--- src/verilog/rpi_bus_pkg.sv ---
/* shared widths, typedefs and the status bank map for the parallel host bus
   a data word is two bus halves, most significant half first
   address bit 15 picks the bank, the bits below it are the word offset */
package rpi_bus_pkg;

	localparam int BUS_WIDTH = 16;
	localparam int NUMBER_OF_BANKS = 2;
	localparam int OFFSET_WIDTH = 15; // address bits below the bank bit

	typedef logic [BUS_WIDTH-1:0] halfword_t; // one bus transaction
	typedef logic [OFFSET_WIDTH:0] address_t; // msb is the bank
	typedef logic [2*BUS_WIDTH-1:0] data_word_t; // two transactions
	typedef logic [31:0] count_t;
	typedef logic [NUMBER_OF_BANKS-1:0] bank_strobe_t; // one strobe per bank
	typedef logic [OFFSET_WIDTH-1:0] offset_t;

	// word offsets inside bank 1
	localparam offset_t STATUS_ID = 15'd0;
	localparam offset_t STATUS_WRITES = 15'd1;
	localparam offset_t STATUS_READS = 15'd2;
	localparam offset_t STATUS_READ_ERRORS = 15'd3;
	localparam offset_t STATUS_WRITE_ERRORS = 15'd4;
	localparam offset_t STATUS_ADDRESS_ERRORS = 15'd5;

	localparam data_word_t STATUS_ID_VALUE = 32'h5242_0001; // "RB" rev 1

endpackage

--- src/verilog/status_register_bank.sv ---
/* bank 1 status words polled by the host, read combinationally by offset
   any completed write to this bank clears all five counters; counters wrap */
module status_register_bank
	import rpi_bus_pkg::*;
(
	input logic clock,
	input logic reset,
	input address_t address_word,
	input logic scratch_write,
	input logic write_strobe,
	input logic read_done,
	input logic read_error,
	input logic write_error,
	input logic address_error,
	output data_word_t read_word
);

	count_t write_count;
	count_t read_count;
	count_t read_error_count;
	count_t write_error_count;
	count_t address_error_count;
	offset_t offset;

	assign offset = address_word[OFFSET_WIDTH-1:0];

	always_ff @(posedge clock) begin
		if (reset || write_strobe) begin
			write_count <= '0;
			read_count <= '0;
			read_error_count <= '0;
			write_error_count <= '0;
			address_error_count <= '0;
		end else begin
			if (scratch_write) begin
				write_count <= write_count + 1'b1; // completed bank 0 words
			end
			if (read_done) begin
				read_count <= read_count + 1'b1; // either bank
			end
			if (read_error) begin
				read_error_count <= read_error_count + 1'b1;
			end
			if (write_error) begin
				write_error_count <= write_error_count + 1'b1;
			end
			if (address_error) begin
				address_error_count <= address_error_count + 1'b1;
			end
		end
	end

	always_comb begin
		case (offset)
			STATUS_ID: read_word = STATUS_ID_VALUE;
			STATUS_WRITES: read_word = write_count;
			STATUS_READS: read_word = read_count;
			STATUS_READ_ERRORS: read_word = read_error_count;
			STATUS_WRITE_ERRORS: read_word = write_error_count;
			STATUS_ADDRESS_ERRORS: read_word = address_error_count;
			default: read_word = '0; // unmapped offsets
		endcase
	end

	// the front end strobes one bank per completed word
	a_one_bank_per_write: assert property (@(posedge clock) disable iff (reset)
		!(write_strobe && scratch_write))
		else $error("status and scratch write strobes high together");

endmodule

--- config.mk ---
export PLATFORM = sky130hd
export DESIGN_NAME = status_register_bank
export DESIGN_NICKNAME = d
export VERILOG_FILES = /design/src/verilog/rpi_bus_pkg.sv /design/src/verilog/status_register_bank.sv
export SDC_FILE = /design/constraint.sdc
export NUM_CORES = 1
export LEC_CHECK = 0
export BUFFER_PORTS_ARGS = -buffer_cell sky130_fd_sc_hd__buf_2
export CAP_MARGIN = 0
export CORE_ASPECT_RATIO = 2
export CORE_UTILIZATION = 63
export CTS_BUF_LIST = sky130_fd_sc_hd__clkbuf_2
export CTS_CLUSTER_DIAMETER = 50
export DETAILED_ROUTE_END_ITERATION = 8
export PLACE_DENSITY_LB_ADDON = 0.08
export SLEW_MARGIN = 20
export SYNTH_ARGS = -nofsm -noshare
export SYNTH_HDL_FRONTEND = slang
export SYNTH_SLANG_ARGS = --single-unit
--- constraint.sdc ---
create_clock -name clock -period 2.2 [get_ports clock]
set_clock_uncertainty 0.2 [all_clocks]
set_input_delay 0.22 -clock clock [delete_from_list [all_inputs] [get_ports clock]]
set_output_delay 0.22 -clock clock [all_outputs]
set_load 0.01 [all_outputs]
==> impl_results.rst <==
.. list-table::
   :header-rows: 1

   * - Metric
     - Value
   * - Most used standard cell by instance count after synthesis
     - dfxtp_1
   * - Overflow left after global routing
     - 0
   * - Fraction of power consumed by combinational cells
     - 0.057
   * - Part of the total power dissipated in sequential elements
     - 0.606
   * - Number of buffers inserted by port buffering
     - between 50 and 60
   * - Placement row count
     - 59
   * - Power spent charging and discharging nets
     - 1.25 mW
   * - Run status
     - complete, but fails checks
   * - CTS Buf Count
     - 17
   * - Top flip-flop cell by instance count after synthesis
     - dfxtp_1
   * - Worst Setup End Kind
     - primary output
   * - Final setup violating endpoints
     - 26
   * - NumNets Final
     - 1222
   * - Clock slew seen by the registers of the worst setup and hold paths
     - 220 ps
   * - Final standard cell count with taps included and fillers excluded
     - 1360
   * - Final slew viol count
     - 0
   * - Fraction of final layout cells with drive strength greater than 1
     - 0.307
   * - Synth Register Bits
     - 160
   * - Pin count of the biggest net entering global routing
     - 98
   * - Count of synthesis-stage warnings from yosys
     - 0
   * - Switch share
     - 0.263
   * - Total detailed-routing wirelength
     - approximately 25000 µm
   * - P per Cell Area
     - 452 nW/µm²
   * - Gate count of the mapped netlist
     - 1025
   * - DR vias
     - 8205
   * - Die Y
     - 164 µm
   * - Number of design-rule violations left by the first detailed-router iteration
     - around 430
   * - Least-Margin Pin Slew
     - 545 ps
   * - Hold path depth
     - 4
   * - Max clock buf depth
     - 2
   * - Maximum clock rate
     - roughly 420 MHz
   * - Fin worst setup slack
     - -167 ps
   * - Share of Yosys cell area claimed by the top area cell type
     - 0.385
   * - Vias in the first global route
     - 7926
   * - Synthesized netlist net count
     - 1054
   * - Total Power Consumption
     - 4.76 mW
   * - Depth of the worst register-to-register path
     - 8
   * - Min cycle time layout
     - 2370 ps
   * - Worst min-delay path category
     - primary input to flop
   * - Total number of H-tree levels
     - 4
   * - Number of I/O pins
     - 56
   * - Post-route fraction of the period consumed by the critical path
     - 1.08
   * - First-pass GRT wire length
     - 37900 µm
   * - Number of enable-type register cells in the synthesized netlist
     - 0
   * - Relative slew margins
     - 0.636
   * - Gr usage total
     - 0.351
   * - Endpoints failing hold
     - 0
   * - Residual DRC count
     - 0
   * - Routed WL per cell
     - about 18 µm
   * - Crit Path Category
     - flop to primary output
   * - Starting Density
     - 0.643
   * - Area grow syn2layout
     - 26.8%
   * - Failing checks
     - negative setup slack
   * - Avg Inst Size Synth
     - 8.11 µm²
   * - Static leakage power
     - 3.86 nW
   * - Top post-synthesis cells by area
     - dfxtp_1 (39%), xor2_1 (9.6%), nor2_1 (7.2%), nand2_1 (5.4%), xnor2_1 (4.5%)
   * - Unrepaired setup endpoints after global routing
     - true
   * - Router iterations before antenna repair
     - 5
   * - Number of clock sinks seen by CTS
     - 160
   * - Number of maximum-capacitance violations
     - 0
   * - Pint
     - 3.51 mW
   * - Clock tree from TritonCTS
     - yes
   * - Portion of the post-synthesis area used by sequential elements
     - 0.385
   * - Drt via density
     - 6.03
   * - Post-synth top cells
     - dfxtp_1 (160), nor2_1 (159), nand2_1 (120)
   * - Count of distinct cell types in the synthesized netlist
     - between 40 and 50
   * - Antenna-violating nets left
     - 0
   * - Die Outline Area
     - approximately 14000 µm²
   * - Placer congestion estimate
     - a little over 0.9
   * - Placeable core region
     - 12900 µm²
   * - Syn Std Cell Area
     - 8310 µm²
   * - Cell count after placement
     - ~1300
   * - Share of async-settable or async-resettable flops after synthesis
     - 0
   * - Power share of the clock group
     - 0.337
   * - Post-synthesis cell type with the largest combined area
     - dfxtp_1
   * - Worst skew pair latency
     - 750 ps
   * - Number of antenna violations at the first check in global routing
     - 2
   * - Startpoint types
     - flop
   * - Clock root cell
     - clkbuf_2
   * - HPWL after detailed placement
     - 16900 µm
   * - Die span in x
     - 83.2 µm
   * - Max IR drop VDD
     - approximately 410 µV
   * - Arrival time at the worst endpoint
     - just under 2000 ps
   * - Required time at the endpoint of the critical path
     - 1780 ps
   * - Maximum fanout along the worst path
     - 2
metrics by stage:
stage	setup WS, ps	util	hold slack [ps]	TNS [ps]	instance area, µm²
after detailed placement	-234	0.719	285	-2270	9290
after global routing	-255	0.816	113	-4780	10500
after floorplan	230	-	168	0	8310
after global placement	-248	0.719	278	-1100	9290
final	-167	0.816	136	-1720	10500
after CTS	-196	0.790	87.9	-2980	10200
path summary, 6_finish.rpt:
path	from	end	slack (ps)
min	address_error	address_error_count[1]	140
min reg2reg	write_count[31]	write_count[31]	310
max	write_error_count[0]	read_word[0]	-170
max reg2reg	write_error_count[0]	write_error_count[31]	20
area by class of cell:
cell class / instances / area (µm²)
multi-input combinational: 801 / 5240
sequential: 160 / 3360
fill: 868 / 2380
timing repair buffer: 201 / 1470
tap: 152 / 190
clock inverter: 13 / 134
clock buffer: 19 / 95.1
inverter: 12 / 45.0
antenna: 2 / 5.00
critical path, cell delays in order, from the launching register on:
cell and delay (ps):
dfxtp_2 380, buf_6 120, mux2_4 280, a221o_1 300, buf_2 140
logic make-up (layout without fill, tap and decap cells):
group	Yosys count	after routing	synth area share
AOI/OAI and AO/OA	129	129	0.0938
xor gates and xnor gates	134	134	0.141
adders and majority gates	5	5	0.00753
buffers and inverters	64	245	0.0303
DFF	160	160	0.385
muxes	36	36	0.0439
other	0	2	0
and+or+nand+nor	497	497	0.298
flip-flops by register name, indices dropped and copies added (netlist names):
register and count:
address_error_count 32, write_error_count 32, read_count 32, write_count 32
read_error_count 32
cell usage in the layout, fill, tap and decap left out, drive strengths merged, types with 32 or more instances in the layout:
| cell type | n |
|---|---|
| nand4 | 54 |
| nand3 | 48 |
| nand2 | 120 |
| xor2 | 91 |
| o21ai | 67 |
| xnor2 | 43 |
| dfxtp | 160 |
| buf | 193 |
| mux2i | 32 |
| nor2 | 160 |
power by group through the flow:
stage / Combinational, mW / Clock (mW) / Sequential, mW
final: 0.272 / 1.60 / 2.89
after detailed placement: 0.208 / 0 / 2.97
after global routing: 0.287 / 1.73 / 2.89
after floorplan: 0.126 / 0 / 2.97
after CTS: 0.249 / 1.61 / 2.89
after global placement: 0.205 / 0 / 2.97
repair_timing:
item | CTS | global route
setup buffers | 49 | 13
hold buffers | 9 | 0
endpoints found under the setup margin | 32 | 34
hold endpoints to repair | 87 | 0
pin swaps | 48 | 48
resized for setup | 179 | 47
routing by layer:
layer  vias to the layer above  share of wire  track usage
met1                      3925           0.36        0.350
met4                         0          0.056        0.217
met3                        79          0.043       0.0550
met2                       273           0.54        0.672
li1                       3928              -            -
met5                         -              0            0
Note: power is estimated with default switching activity, not from simulation.
