--- src/verilog/rpi_bus_pkg.sv ---
/* shared widths, typedefs and the status bank map for the parallel host bus
   a data word is two bus halves, most significant half first
   address bit 15 picks the bank, the bits below it are the word offset */
package rpi_bus_pkg;

	localparam int BUS_WIDTH = 16;
	localparam int NUMBER_OF_BANKS = 2;
	localparam int OFFSET_WIDTH = 15; // address bits below the bank bit

	typedef logic [BUS_WIDTH-1:0] halfword_t; // one bus transaction
	typedef logic [OFFSET_WIDTH:0] address_t; // msb is the bank
	typedef logic [2*BUS_WIDTH-1:0] data_word_t; // two transactions
	typedef logic [31:0] count_t;
	typedef logic [NUMBER_OF_BANKS-1:0] bank_strobe_t; // one strobe per bank
	typedef logic [OFFSET_WIDTH-1:0] offset_t;

	// word offsets inside bank 1
	localparam offset_t STATUS_ID = 15'd0;
	localparam offset_t STATUS_WRITES = 15'd1;
	localparam offset_t STATUS_READS = 15'd2;
	localparam offset_t STATUS_READ_ERRORS = 15'd3;
	localparam offset_t STATUS_WRITE_ERRORS = 15'd4;
	localparam offset_t STATUS_ADDRESS_ERRORS = 15'd5;

	localparam data_word_t STATUS_ID_VALUE = 32'h5242_0001; // "RB" rev 1

endpackage

--- src/verilog/half_duplex_rpi_bus.sv ---
/* host levels are asynchronous and pass through SYNC_STAGES flops (3 or more)
   ack_valid follows enable by SYNC_STAGES+1 cycles both ways; no other handshake
   the bus is split into bus_in, bus_out and bus_drive, the tri-state pad is external */
module half_duplex_rpi_bus
	import rpi_bus_pkg::*;
#(
	parameter int SYNC_STAGES = 3,
	parameter bit AUTOINCREMENT = 1
) (
	input logic clock,
	input logic reset,
	input halfword_t bus_in,
	input logic read, // 1 = read, 0 = write
	input logic register_select, // 0 = address, 1 = data
	input logic enable,
	input data_word_t scratch_read_word,
	input data_word_t status_read_word,
	output halfword_t bus_out,
	output logic bus_drive,
	output logic ack_valid,
	output address_t address_word,
	output data_word_t write_data_word,
	output bank_strobe_t write_strobe,
	output logic read_done,
	output logic read_error,
	output logic write_error,
	output logic address_error
);

	typedef enum logic {
		ADDRESS_IDLE,
		ADDRESS_ACTIVE // half taken, commit when enable drops
	} address_state_t;

	typedef enum logic [1:0] {
		WRITE_IDLE,
		WRITE_HIGH_ACTIVE,
		WRITE_WAIT_LOW,
		WRITE_LOW_ACTIVE
	} write_state_t;

	typedef enum logic [1:0] {
		READ_IDLE,
		READ_HIGH_ACTIVE,
		READ_WAIT_LOW,
		READ_LOW_ACTIVE
	} read_state_t;

	logic [SYNC_STAGES-1:0] enable_sync;
	logic [SYNC_STAGES-1:0] read_sync;
	logic [SYNC_STAGES-1:0] register_select_sync;
	halfword_t bus_sync [SYNC_STAGES];

	logic enable_high;
	logic enable_low;
	logic read_level;
	logic select_level;
	halfword_t bus_level;
	logic start;
	logic finish;
	logic address_start;
	logic read_start;
	logic write_start;
	logic abort_write;
	logic abort_read;

	address_state_t address_state;
	write_state_t write_state;
	read_state_t read_state;
	halfword_t address_half;
	data_word_t selected_read_word;
	data_word_t read_word_latched;
	address_t next_address;

	if (SYNC_STAGES < 3) begin : g_sync_check
		$error("SYNC_STAGES must be at least 3");
	end

	always_ff @(posedge clock) begin
		if (reset) begin
			enable_sync <= '0;
			read_sync <= '0;
			register_select_sync <= '0;
		end else begin
			enable_sync <= {enable_sync[SYNC_STAGES-2:0], enable};
			read_sync <= {read_sync[SYNC_STAGES-2:0], read};
			register_select_sync <= {register_select_sync[SYNC_STAGES-2:0], register_select};
		end
	end

	always_ff @(posedge clock) begin
		bus_sync[0] <= bus_in;
		for (int i = 1; i < SYNC_STAGES; i++) begin
			bus_sync[i] <= bus_sync[i-1];
		end
	end

	assign enable_high = enable_sync[SYNC_STAGES-1 -: 2] == 2'b11;
	assign enable_low = enable_sync[SYNC_STAGES-1 -: 2] == 2'b00;
	assign read_level = read_sync[SYNC_STAGES-1];
	assign select_level = register_select_sync[SYNC_STAGES-1];
	assign bus_level = bus_sync[SYNC_STAGES-1];

	assign start = enable_high && !ack_valid; // cycle that ack_valid rises
	assign finish = enable_low && ack_valid; // first idle cycle after enable falls
	assign address_start = start && !select_level;
	assign read_start = start && select_level && read_level;
	assign write_start = start && select_level && !read_level;

	// another kind arriving part-way through a word
	assign abort_write = (address_start || read_start) && write_state != WRITE_IDLE;
	assign abort_read = (address_start || write_start) && read_state != READ_IDLE;

	assign bus_drive = read;
	assign selected_read_word = address_word[OFFSET_WIDTH] ? status_read_word : scratch_read_word;
	assign next_address = {address_word[OFFSET_WIDTH], address_word[OFFSET_WIDTH-1:0] + 1'b1};

	// strobed while address_word still holds this word's offset
	always_comb begin
		write_strobe = '0;
		if (!reset && finish && write_state == WRITE_LOW_ACTIVE) begin
			write_strobe[address_word[OFFSET_WIDTH]] = 1'b1;
		end
	end

	always_ff @(posedge clock) begin
		if (reset) begin
			ack_valid <= 1'b0;
		end else if (start) begin
			ack_valid <= 1'b1;
		end else if (finish) begin
			ack_valid <= 1'b0;
		end
	end

	always_ff @(posedge clock) begin
		read_done <= 1'b0; // all pulses last one cycle
		read_error <= 1'b0;
		write_error <= 1'b0;
		address_error <= 1'b0;
		if (reset) begin
			address_state <= ADDRESS_IDLE;
			write_state <= WRITE_IDLE;
			read_state <= READ_IDLE;
			address_word <= '0;
			bus_out <= '0;
		end else if (start) begin
			if (abort_write) begin
				write_error <= 1'b1;
				write_state <= WRITE_IDLE;
			end
			if (abort_read) begin
				read_error <= 1'b1;
				read_state <= READ_IDLE;
			end
			if (address_start) begin
				if (read_level) begin
					address_error <= 1'b1; // address register is write only
				end else begin
					address_state <= ADDRESS_ACTIVE;
				end
			end else if (read_start) begin
				if (read_state == READ_WAIT_LOW) begin
					bus_out <= read_word_latched[BUS_WIDTH-1:0];
					read_state <= READ_LOW_ACTIVE;
				end else begin
					bus_out <= read_word_latched[2*BUS_WIDTH-1:BUS_WIDTH];
					read_state <= READ_HIGH_ACTIVE;
				end
			end else begin
				if (write_state == WRITE_WAIT_LOW) begin
					write_state <= WRITE_LOW_ACTIVE;
				end else begin
					write_state <= WRITE_HIGH_ACTIVE;
				end
			end
		end else if (finish) begin
			if (address_state == ADDRESS_ACTIVE) begin
				address_word <= address_half;
				address_state <= ADDRESS_IDLE;
			end
			case (write_state)
				WRITE_HIGH_ACTIVE: write_state <= WRITE_WAIT_LOW;
				WRITE_LOW_ACTIVE: begin
					write_state <= WRITE_IDLE;
					if (AUTOINCREMENT) begin
						address_word <= next_address; // stays inside the bank
					end
				end
				default: ;
			endcase
			case (read_state)
				READ_HIGH_ACTIVE: read_state <= READ_WAIT_LOW;
				READ_LOW_ACTIVE: begin
					read_state <= READ_IDLE;
					read_done <= 1'b1;
					if (AUTOINCREMENT) begin
						address_word <= next_address;
					end
				end
				default: ;
			endcase
		end
	end

	// halves are stored on the start cycle
	always_ff @(posedge clock) begin
		if (write_start) begin
			if (write_state == WRITE_WAIT_LOW) begin
				write_data_word[BUS_WIDTH-1:0] <= bus_level;
			end else begin
				write_data_word[2*BUS_WIDTH-1:BUS_WIDTH] <= bus_level;
			end
		end
		if (address_start && !read_level) begin
			address_half <= bus_level;
		end
	end

	// follows the selected bank while idle; the scratch read latency and
	// this register settle well before the synchronized enable can rise
	always_ff @(posedge clock) begin
		if (enable_low && read_state == READ_IDLE) begin
			read_word_latched <= selected_read_word;
		end
	end

	a_single_bank_strobe: assert property (@(posedge clock) disable iff (reset)
		write_strobe != '0 |=> write_strobe == '0)
		else $error("write_strobe = %b held for more than one cycle", write_strobe);

	a_ack_needs_enable: assert property (@(posedge clock) disable iff (reset)
		$rose(ack_valid) |-> $past(enable, SYNC_STAGES + 1))
		else $error("ack_valid rose without enable high SYNC_STAGES+1 cycles before");

endmodule

--- config.mk ---
export PLATFORM = sky130hd
export DESIGN_NAME = half_duplex_rpi_bus
export DESIGN_NICKNAME = d
export VERILOG_FILES = /design/src/verilog/rpi_bus_pkg.sv /design/src/verilog/half_duplex_rpi_bus.sv
export SDC_FILE = /design/constraint.sdc
export NUM_CORES = 1
export LEC_CHECK = 0
export BUFFER_PORTS_ARGS = -buffer_cell sky130_fd_sc_hd__buf_2
export CORE_MARGIN = 5
export CORE_UTILIZATION = 52
export CTS_CLUSTER_SIZE = 16
export DETAILED_ROUTE_END_ITERATION = 10
export PLACE_DENSITY = 0.9
export SKIP_CTS_REPAIR_TIMING = 1
export SYNTH_ARGS = -nofsm -noshare
export SYNTH_HDL_FRONTEND = slang
export SYNTH_SLANG_ARGS = --single-unit
--- constraint.sdc ---
create_clock -name clock -period 5.3 [get_ports clock]
set_input_delay 0 -clock clock [delete_from_list [all_inputs] [get_ports clock]]
set_output_delay 0 -clock clock [all_outputs]
set_load 0.1 [all_outputs]
==> results.toml <==
[power_and_ir_drop]
clockPowerShare = 0.421
power.net_switching_mw = 0.619
leakagePower_nw = 3.27
p_per_area_mw_per_mm2 = 332
internal_power_mw = 2.19
ir_drop_mv = 0.329
p_seq_frac = 0.535
sw_frac_of_total = 0.221
p_comb_frac = 0.044

[logic_synthesis]
postSynthCellCount = 437
mappedNetlistArea_mm2 = 0.00612
postSynth.topFlopCell = "sky130_fd_sc_hd__dfxtp_1"
sequential_share_of_the_synthesized_area = 0.716
number_of_flops_mapped_to_enable_cells_by_yosys = 80
netlist.top_cell.by_area = "sky130_fd_sc_hd__edfxtp_1"
synth_nets = 523
yosys_warnings = 0
postSynth.asyncResetShare = 0
synth.ff_latch_count = 179
post_synth.cell_area_avg_um2 = 14.0
post_synth_num_cell_types = 48
netlist.area_leader.share = 0.392
synth_area_leaders = "sky130_fd_sc_hd__edfxtp_1 39%, sky130_fd_sc_hd__dfxtp_1 32%, sky130_fd_sc_hd__mux2_2 5.9%, sky130_fd_sc_hd__mux2i_1 2.6%, sky130_fd_sc_hd__a211oi_1 2.3%"

[timing]
post_route_setup_tns_ps = 0
min_period_over_period = 0.436
final_setup_vio_count = 0
slew_headroom = 0.140
timing.final.crit_period_ps = 2310
fmax_mhz = 433
timing.final.hold_violations = 0
grt_setup_unrepaired = "false"
worstMarginPinSlew_ps = 1290
post-route-worst-setup-slack_ps = 2990
final-max-slew-violation-count = 0
timing.clock.skew_ps = 7.67

[die]
die_w_um = 118
placement_rows = 39
start_util = 0.534
die_footprint_mm2 = 0.0140
die_h_um = 118
floorplan.core_area_mm2 = 0.0115
io_pins = 157

[clock_tree]
cts-buffers-inserted = 17
cts_buffer_depth = 2
ctsHtreeMaxLevel = 4
cts_tree = "yes"
cts.root.buffer_cell = "sky130_fd_sc_hd__clkbuf_16"
numClockSinks = 179
worstSkewPairLatency_ps = 420
cts.reportedPaths.clkPinSlew_ps = 70

[layout]
layout.cells.most_common = "sky130_fd_sc_hd__buf_2"
final_util = 0.738
syn_to_final_growth_pct = 38.3
final_layout_size_suffix_gt1_frac = 0.345
layout_common_cells = "156 x sky130_fd_sc_hd__buf_2, 99 x sky130_fd_sc_hd__dfxtp_1, 83 x sky130_fd_sc_hd__dlygate4sd3_1"
layout.cell_area.non_filler_mm2 = 0.00847
finish.net_count = 765

[placement]
port_buffers = 156
place_ws_ps = 3110
place.gp.congestion = 0.878
dpl.hpwl_um = 9310
place_area_mm2 = 0.00706

[worst_hold_path]
min_path_type = "input pin to register"

[setup_path]
critical_path.top_delay_family = "simple AND/OR/NAND/NOR gates"
setup.worst_path.start_class = "register"
cp_max_stage_delay_ps = 1040
arrival_worst_endpoint_ps = 2630
cp_cell_sequence = "nand3b_1, nor2_2, nor2_1, a211oi_1"
timing.setup.critical_path_class = "register to register"
critPathRequiredTime_ps = 5620
critical_path_peak_fanout = 33
worstSetupEndpointType = "register"
wp_buf_inv = 0
worst_path_max_delay_cell = "sky130_fd_sc_hd__nor2_2"

[drt]
drc_errors_left = 0
drt-vias-per-instance = 5.48
drt-wirelength-per-cell_um = 18.9
route.vias.total = 4585
dr.first_iter.drc_count = 393
routed_wirelength_um = 15800
ant_nets = 0
detail_route.first_pass.iterations = 5

[grt]
overflow_left_after_global_routing = 0
first_global_vias = 4180
grt_start_max_net_pins = 52
overall_global_routing_usage = 0.192
number_of_antenna_violations_at_the_first_check_in_global_routing = 1
wire_length_of_the_first_global_routing_pass_um = 21700

[status]
outcome = "finished clean"

[run]
maxCapViolations = 0
## per-stage QoR
stage               power [mW]  hold slack [ps]  instances
finish                    2.81              208        836
global route              2.91              205        836
CTS                       2.77             -336        752
floorplan                 1.56             27.7        437
global placement          1.59              102        720
detailed placement        1.60              104        720
## registers in the layout, summed over array words and instances (netlist names)
register	cells
address_half	16
enable_sync	3
write_data_word	32
read_state	2
write_state	2
ack_valid	1
address_error	1
read_done	1
bus_out	16
read_error	1
write_error	1
address_state	1
read_word_latched	32
register_select_sync	3
address_word	16
read_sync	3
bus_sync	48
## synthesized netlist by cell type, types with 2 or more instances
cell type and n:
sky130_fd_sc_hd__dfxtp_1 99, sky130_fd_sc_hd__edfxtp_1 80, sky130_fd_sc_hd__mux2_2 32, sky130_fd_sc_hd__nor2_1 23
sky130_fd_sc_hd__a211oi_1 19, sky130_fd_sc_hd__o21ai_0 17, sky130_fd_sc_hd__a21oi_1 16, sky130_fd_sc_hd__mux2i_1 16
sky130_fd_sc_hd__nand2_1 15, sky130_fd_sc_hd__clkbuf_1 14, sky130_fd_sc_hd__nor3_1 12, sky130_fd_sc_hd__nor2b_1 11
sky130_fd_sc_hd__inv_1 8, sky130_fd_sc_hd__nand3_1 8, sky130_fd_sc_hd__nor4_1 6, sky130_fd_sc_hd__a221oi_1 4
sky130_fd_sc_hd__and2_1 4, sky130_fd_sc_hd__buf_2 4, sky130_fd_sc_hd__nand3b_1 4, sky130_fd_sc_hd__o32ai_1 4
sky130_fd_sc_hd__buf_1 3, sky130_fd_sc_hd__nor3b_1 3, sky130_fd_sc_hd__o21a_1 3, sky130_fd_sc_hd__and3_1 2
sky130_fd_sc_hd__nand4_1 2, sky130_fd_sc_hd__nor4b_1 2, sky130_fd_sc_hd__o22ai_1 2, sky130_fd_sc_hd__o31a_2 2
sky130_fd_sc_hd__or3_2 2, sky130_fd_sc_hd__or4_1 2
## worst paths after layout
| kind | startpoint | to | slack, ps | cells past startpoint |
|---|---|---|---|---|
| max | enable_sync[1] | bus_out[5] | 2990 | 4 |
| min | bus_in[11] | bus_sync[0][11] | 210 | 2 |
| max reg2reg | enable_sync[1] | bus_out[5] | 2990 | 4 |
| min reg2reg | bus_sync[0][6] | bus_sync[0][22] | 330 | 0 |
## power groups by stage
stage	clock network, mW	registers [mW]	logic [mW]
after global placement	0	1.53	0.0673
after CTS	1.19	1.50	0.0719
after detailed placement	0	1.53	0.0710
after global routing	1.27	1.50	0.134
after floorplan	0	1.53	0.0329
final	1.18	1.50	0.124
## cells by family (layout without fill, tap and decap cells)
kind of cell | after synthesis | in the layout | synth area share
simple gates | 102 | 102 | 0.0920
other cells | 0 | 1 | 0
fa+ha+maj | 1 | 1 | 0.00204
buf+inv | 30 | 285 | 0.0198
compound gates | 77 | 77 | 0.0848
flops | 179 | 179 | 0.716
mux | 48 | 48 | 0.0850
## cell type report
| class | count | area, um^2 |
|---|---|---|
| multi-input combinational | 228 | 1640 |
| timing repair buffer | 245 | 1660 |
| inverter | 8 | 30.0 |
| antenna | 1 | 2.50 |
| clock inverter | 14 | 144 |
| clock buffer | 18 | 429 |
| sequential | 179 | 4380 |
| fill | 663 | 3000 |
| tap | 143 | 179 |
## routing by layer
metal,global-route usage,share of wire,routed length (um)
met5,0,0,0
met4,0.104,0.039,609
met3,0.0435,0.052,829
met2,0.315,0.54,8600
met1,0.237,0.36,5760
## worst register-to-register path, cell delays in order, from the launching register on
cell and delay (ps):
sky130_fd_sc_hd__dfxtp_1 450, sky130_fd_sc_hd__nand3b_1 240, sky130_fd_sc_hd__nor2_2 1040, sky130_fd_sc_hd__nor2_1 190
sky130_fd_sc_hd__a211oi_1 300
Power figures use the tool's default switching activity.
